<file path="config.mk">
export PLATFORM = sky130hd
export DESIGN_NAME = icache_top
export DESIGN_NICKNAME = d
export VERILOG_FILES = /design/src/source/icache_addr_pkg.sv /design/src/source/icache_store_pkg.sv /design/src/source/icache_if.sv /design/src/source/icache_ctrl.sv /design/src/source/icache_data_array.sv /design/src/source/icache_tag_array.sv /design/src/source/icache_top.sv
export VERILOG_INCLUDE_DIRS = /design/src /design/src/source
export SDC_FILE = /design/constraint.sdc
export NUM_CORES = 1
export LEC_CHECK = 0
export BUFFER_PORTS_ARGS = -buffer_cell sky130_fd_sc_hd__buf_2
export CORE_MARGIN = 1
export CORE_UTILIZATION = 61
export DETAILED_ROUTE_END_ITERATION = 6
export GPL_ROUTABILITY_DRIVEN = 0
export PLACE_DENSITY_LB_ADDON = 0.12
export SLEW_MARGIN = 30
export SYNTH_ARGS = -nofsm -noshare
export SYNTH_HDL_FRONTEND = slang
export SYNTH_SLANG_ARGS = --single-unit
</file>
<file path="constraint.sdc">
create_clock -name clk -period 8.7 [get_ports clk]
set_clock_uncertainty 0.2 [all_clocks]
set_input_delay 1.305 -clock clk [delete_from_list [all_inputs] [get_ports clk]]
set_output_delay 1.305 -clock clk [all_outputs]
set_load 0.005 [all_outputs]
</file>
<file path="src/source/icache_defs.svh">
`ifndef ICACHE_DEFS_SVH
`define ICACHE_DEFS_SVH

// Address and instruction word width
`define ICACHE_ADDR_W 32

// Direct mapped with one word per line
`define ICACHE_LINES 16

// Address split, tag | index | byte offset
`define ICACHE_IDX_W 4
`define ICACHE_TAG_W 26
`define ICACHE_OFF_W 2

`endif

</file>
<file path="src/source/icache_addr_pkg.sv">
`include "icache_defs.svh"

package icache_addr_pkg;

    typedef logic [`ICACHE_TAG_W-1:0] icache_tag_t;
    typedef logic [`ICACHE_IDX_W-1:0] icache_idx_t;

    // Field view used for the lookup
    typedef struct packed {
        icache_tag_t                 tag;
        icache_idx_t                 idx;
        logic [`ICACHE_OFF_W-1:0]    off; // Ignored, lines hold a single word
    } icache_addr_fields_t;

    // The same address word seen raw (memory request) or split (lookup)
    typedef union packed {
        logic [`ICACHE_ADDR_W-1:0]   raw;
        icache_addr_fields_t         f;
    } icache_addr_t;

endpackage

</file>
<file path="src/source/icache_store_pkg.sv">
package icache_store_pkg;

    // One tag store entry, valid bit on top
    typedef struct packed {
        logic                        valid;
        icache_addr_pkg::icache_tag_t tag;
    } icache_entry_t;

    // Controller states
    typedef enum logic [1:0] {
        IDLE     = 2'd0, // Waiting for a CPU request
        COMPARE  = 2'd1, // Array outputs are valid, check for a hit
        ALLOCATE = 2'd2, // Memory read outstanding
        REFILL   = 2'd3  // Line written, look it up again
    } icache_state_t;

endpackage

</file>
<file path="src/source/icache_if.sv">
`timescale 1ns/1ps
`include "icache_defs.svh"

// Controller to tag array
interface icache_tag_if;
    import icache_addr_pkg::*;
    import icache_store_pkg::*;

    icache_idx_t   rd_idx;
    icache_entry_t rd_entry; // One cycle after rd_idx
    logic          wr_en;
    icache_idx_t   wr_idx;
    icache_entry_t wr_entry;

    modport ctrl (
        output rd_idx, wr_en, wr_idx, wr_entry,
        input  rd_entry
    );

    modport array (
        input  rd_idx, wr_en, wr_idx, wr_entry,
        output rd_entry
    );
endinterface

// Controller to data array
interface icache_data_if;
    import icache_addr_pkg::*;

    icache_idx_t               rd_idx;
    logic [`ICACHE_ADDR_W-1:0] rd_word; // One cycle after rd_idx
    logic                      wr_en;
    icache_idx_t               wr_idx;
    logic [`ICACHE_ADDR_W-1:0] wr_word;

    modport ctrl (
        output rd_idx, wr_en, wr_idx, wr_word,
        input  rd_word
    );

    modport array (
        input  rd_idx, wr_en, wr_idx, wr_word,
        output rd_word
    );
endinterface

</file>
<file path="src/source/icache_ctrl.sv">
`timescale 1ns/1ps
`include "icache_defs.svh"

module icache_ctrl (
    input  logic                          clk,
    input  logic                          rst,
    input  icache_addr_pkg::icache_addr_t cpu_req_addr,
    input  logic                          cpu_req_valid,
    output logic [`ICACHE_ADDR_W-1:0]     cpu_rsp_data,
    output logic                          cpu_rsp_ready,
    output icache_addr_pkg::icache_addr_t mem_req_addr,
    output logic                          mem_req_valid,
    input  logic [`ICACHE_ADDR_W-1:0]     mem_rsp_data,
    input  logic                          mem_rsp_ready,
    icache_tag_if.ctrl                    tag,
    icache_data_if.ctrl                   data
);
    import icache_addr_pkg::*;
    import icache_store_pkg::*;

    icache_state_t state;
    icache_state_t state_nxt;
    icache_addr_t  req_q;      // Request address captured when leaving IDLE
    icache_idx_t   lookup_idx;
    logic          hit;
    logic          refill;

    always_ff @(posedge clk)
    begin
        if (rst)
        begin
            state <= IDLE;
        end
        else
        begin
            state <= state_nxt;
        end
    end

    always_ff @(posedge clk)
    begin
        if (state == IDLE && cpu_req_valid)
        begin
            req_q <= cpu_req_addr;
        end
    end

    always_comb
    begin
        state_nxt = state;
        case (state)
            IDLE:     if (cpu_req_valid) state_nxt = COMPARE;
            COMPARE:  state_nxt = hit ? IDLE : ALLOCATE;
            ALLOCATE: if (mem_rsp_ready) state_nxt = REFILL;
            REFILL:   state_nxt = COMPARE;
            default:  state_nxt = IDLE;
        endcase
    end

    // In IDLE the lookup starts straight from the CPU address, saving a cycle on hits
    assign lookup_idx   = (state == IDLE) ? cpu_req_addr.f.idx : req_q.f.idx;
    assign tag.rd_idx   = lookup_idx;
    assign data.rd_idx  = lookup_idx;

    assign hit = tag.rd_entry.valid && (tag.rd_entry.tag == req_q.f.tag);

    assign cpu_rsp_ready = (state == COMPARE) && hit;
    assign cpu_rsp_data  = data.rd_word;

    assign mem_req_valid    = (state == ALLOCATE);
    assign mem_req_addr.raw = req_q.raw; // Memory sees the whole word

    // Tag and word go in on the same edge that accepts the memory data
    assign refill         = mem_req_valid && mem_rsp_ready;
    assign tag.wr_en      = refill;
    assign tag.wr_idx     = req_q.f.idx;
    assign tag.wr_entry   = '{valid: 1'b1, tag: req_q.f.tag};
    assign data.wr_en     = refill;
    assign data.wr_idx    = req_q.f.idx;
    assign data.wr_word   = mem_rsp_data;

    // The second lookup after a refill must find the line just written
    a_refill_then_hit: assert property (
        @(posedge clk) disable iff (rst)
        state == REFILL |=> cpu_rsp_ready
    ) else $error("ctrl: refilled line did not hit on the second lookup");

    // The response must land while the CPU still holds its request
    a_rsp_needs_req: assert property (
        @(posedge clk) disable iff (rst)
        cpu_rsp_ready |-> cpu_req_valid
    ) else $error("ctrl: response without a pending CPU request");

    a_mem_req_stable: assert property (
        @(posedge clk) disable iff (rst)
        mem_req_valid && !mem_rsp_ready |=> mem_req_valid && $stable(mem_req_addr)
    ) else $error("ctrl: memory request changed before it was accepted");

endmodule

</file>
<file path="src/source/icache_data_array.sv">
`timescale 1ns/1ps
`include "icache_defs.svh"

module icache_data_array (
    input  logic         clk,
    icache_data_if.array data
);

    logic [`ICACHE_ADDR_W-1:0] words [`ICACHE_LINES];

    always_ff @(posedge clk)
    begin
        if (data.wr_en)
        begin
            words[data.wr_idx] <= data.wr_word;
        end
    end

    // Looked up alongside the tag array, so same read latency
    always_ff @(posedge clk)
    begin
        data.rd_word <= words[data.rd_idx];
    end

endmodule

</file>
<file path="src/source/icache_tag_array.sv">
`timescale 1ns/1ps
`include "icache_defs.svh"

module icache_tag_array (
    input  logic        clk,
    input  logic        rst,
    input  logic        flush,
    icache_tag_if.array tag
);
    import icache_addr_pkg::*;
    import icache_store_pkg::*;

    logic [`ICACHE_LINES-1:0] valid;
    icache_tag_t              tags [`ICACHE_LINES];

    // Valid bits are the only state that needs clearing
    always_ff @(posedge clk)
    begin
        if (rst || flush)
        begin
            valid <= '0;
        end
        else if (tag.wr_en)
        begin
            valid[tag.wr_idx] <= tag.wr_entry.valid;
        end
    end

    always_ff @(posedge clk)
    begin
        if (tag.wr_en)
        begin
            tags[tag.wr_idx] <= tag.wr_entry.tag;
        end
    end

    // Registered read, old contents on a same-cycle write
    always_ff @(posedge clk)
    begin
        tag.rd_entry.valid <= valid[tag.rd_idx];
        tag.rd_entry.tag   <= tags[tag.rd_idx];
    end

    // A flush must not land in the middle of a refill
    a_no_flush_on_refill: assert property (
        @(posedge clk) disable iff (rst)
        !(tag.wr_en && flush)
    ) else $error("tag array: refill write coincides with flush");

endmodule

</file>
<file path="src/source/icache_top.sv">
`timescale 1ns/1ps
`include "icache_defs.svh"

module icache_top (
    input  logic                      clk,
    input  logic                      rst,
    input  logic                      flush,
    input  logic [`ICACHE_ADDR_W-1:0] cpu_req_addr,
    input  logic                      cpu_req_valid,
    output logic [`ICACHE_ADDR_W-1:0] cpu_rsp_data,
    output logic                      cpu_rsp_ready,
    output logic [`ICACHE_ADDR_W-1:0] mem_req_addr,
    output logic                      mem_req_valid,
    input  logic [`ICACHE_ADDR_W-1:0] mem_rsp_data,
    input  logic                      mem_rsp_ready
);

    icache_tag_if  tag_if ();
    icache_data_if data_if ();

    icache_ctrl u_ctrl (
        .clk           (clk),
        .rst           (rst),
        .cpu_req_addr  (cpu_req_addr),
        .cpu_req_valid (cpu_req_valid),
        .cpu_rsp_data  (cpu_rsp_data),
        .cpu_rsp_ready (cpu_rsp_ready),
        .mem_req_addr  (mem_req_addr),
        .mem_req_valid (mem_req_valid),
        .mem_rsp_data  (mem_rsp_data),
        .mem_rsp_ready (mem_rsp_ready),
        .tag           (tag_if.ctrl),
        .data          (data_if.ctrl)
    );

    icache_tag_array u_tag_array (
        .clk   (clk),
        .rst   (rst),
        .flush (flush),
        .tag   (tag_if.array)
    );

    icache_data_array u_data_array (
        .clk  (clk),
        .data (data_if.array)
    );

endmodule
</file>
==> metrics.cfg <==
[cts]
numCtsBuffers = 102
cts_tree = done
clk_latency_ns = 0.66
post_cts_buffers = 0
clk_pin_slew_worst_paths_ns = 0.06
cts_root_buf = clkbuf_16
cts_sinks = 1037
htreeDepth = 3
cts-resized-gates = 0
cts.hold.buffers_added = 0
clk_path_buf_depth = 3

[global_route]
use_met3 = 0.0433
use_met1 = 0.400
antenna_found_initial = 2
grt.busiest_layer = met2
grt_pass1_wl_um = 144000
track_usage = 0.294
grt.overflow.total = 0
grt_max_degree = 213
grt_pass1_vias = 23644
use_met2 = 0.492

[setup_path]
max_stage_delay_ns = 0.69
critical_path_required_ns = 7.19
crit_buf_inv = 1
critPathMaxFanout = 18
critical_path_class = reg2out
cpMaxStageDelayCell = edfxtp_1
cp_cell_sequence = xnor2_1 -> nand4_1 -> nor4_1 -> and3_1 -> buf_2
start_kind = register
r2r_slack_ns = 4.83
crit_family = simple AND/OR/NAND/NOR gates
cp.arrival_ns = 2.99
end_kind = primary output

[drt]
drc = 0
vias = 23664
ant_nets = 0
routed_wl_um = 95900
drtIter0Drc = 2661
post_drt_wl_per_cell_um = 25.0
drt-pass1-iter-count = 5
viasPerCell = 6.18

[placed_design]
dp_hpwl_um = 44700
placed_cell_area_mm2 = 0.0409
io_buffers = 134

[synthesis]
async_flop_share = 0
syn_avg_cell_area_um2 = 14.2
synth.cell_area_mm2 = 0.0395
ys_top_cells_by_count = edfxtp_1, nand2_1, nand3_1
yosys_warnings = 0
synth_cells = 2774
seq_area_frac_synth = 0.769
synth_edf_count = 960
ys_types = 43
syn_nets = 2847
synth_flop_cell = edfxtp_1
synthTopCellsByArea = edfxtp_1, nand2_1, nand3_1
synth_top_area_frac = 0.730
yosysMostFrequentCell = edfxtp_1
ys_seq_elements = 1037
synth_top_cell_by_area = edfxtp_1

[die]
core_area_mm2 = 0.0635
rows = 92
ioPinCount = 135
die_h_um = 256
die_w_um = 256
start_util = 0.622
die_area_mm2 = 0.0658

[pwr]
power_density_mw_per_mm2 = 281
p_leak_nw = 15.2
peakVddDrop_mv = 0.218

[sta]
fin_crit_ns = 4.50
tightestPinTransition_ns = 1.06
final_hold_viol_count = 0
final.period_utilization = 0.517
setup_tns_ns = 0
finalMaxSlewViolations = 0
max_freq_ghz = 0.222
grt_setup_unrepaired = no
worst_slew_margin_rel = 0.291
setup_violations = 0

[flow_run]
cap_violations = 0

[layout]
nets = 2968
final_cell_area_mm2 = 0.0444
layout-drive-gt1-share = 0.143
syn_to_final_growth_pct = 12.4

[hold_path]
hp-class = reg2reg

[run_status]
status = finished, final reports clean

-- metrics by stage --
step / total power, mW / utilization / instances / worst slack [ns] / hold WS [ns]
after floorplan: 7.42 / - / 2774 / 2.22 / 0.235
after global placement: 8.14 / 0.644 / 3633 / 4.49 / 0.241
after detailed placement: 8.20 / 0.644 / 3634 / 4.48 / 0.252
after CTS: 12.5 / 0.697 / 3826 / 4.14 / 0.265
after global routing: 12.9 / 0.698 / 3831 / 4.08 / 0.287
final: 12.5 / 0.698 / 3831 / 4.20 / 0.266
-- routing by layer --
layer | wire length (µm) | part of all wire | up-vias
met4 | 2720 | 0.028 | 0
met2 | 47800 | 0.50 | 1057
met1 | 38500 | 0.40 | 11964
li1 | - | - | 10466
met5 | 0 | 0 | -
met3 | 6890 | 0.072 | 177
-- cell families after synthesis --
group	after synthesis	synth area share
AOI/OAI and AO/OA	260	0.0433
xor gates and xnor gates	26	0.00577
adders and majority gates	4	0.00127
buffers and inverters	167	0.0221
DFF	1037	0.769
muxes	76	0.0248
and+or+nand+nor	1204	0.134
-- report_power, final --
part	total [mW]	switching (mW)	internal [mW]	leakage (nW)
sequential	5.88	0.170	5.71	9.29
clock	4.37	1.81	2.56	1.65
combinational	2.23	1.52	0.711	4.24
-- final cells by class --
type	instances	area [µm²]
tap	846	1060
clock buffer	133	2830
fill	4302	19200
clock inverter	59	536
antenna	2	5.00
inverter	7	26.3
multi-input combinational	1570	8440
sequential	1037	30400
timing repair buffer	177	1110
-- layout by cell type, fill, tap and decap left out, drive strengths merged, types with 2 or more instances in the layout --
cell type,synthesis,layout
nand3,332,332
edfxtp,960,960
mux2i,58,58
nand4,7,7
clkbuf,54,133
nand2,779,779
nor2,15,15
o22ai,5,5
mux4,16,16
a31oi,55,55
inv,7,10
a22oi,8,8
clkinv,0,41
a32oi,55,55
or3,4,4
o21a,17,17
mux2,2,2
ha,4,4
a21oi,113,113
diode,0,2
o32ai,2,2
xnor2,26,26
buf,106,177
bufinv,0,9
nand2b,4,4
clkinvlp,0,6
nor3,60,60
dfxtp,77,77
-- final timing paths --
path                                start                          end  depth (start not counted)
hold / removal      u_tag_array.valid[10]        u_tag_array.valid[10]                          1
setup / recovery  u_ctrl.mem_req_addr[21]                cpu_rsp_ready                          5
setup reg to reg          u_ctrl.state[0]  u_tag_array.tag.rd_entry[6]                          9
hold reg to reg     u_tag_array.valid[10]        u_tag_array.valid[10]                          1
-- registers in the layout, summed over array words and instances, names as in the netlist --
name and flops:
u_tag_array.tags 416, u_data_array.words 512, u_ctrl.state 2, u_tag_array.tag.rd_entry 27, u_data_array.data.rd_word 32, u_ctrl.mem_req_addr 32
u_tag_array.valid 16
No activity file was read; power rests on OpenSTA's default activity.
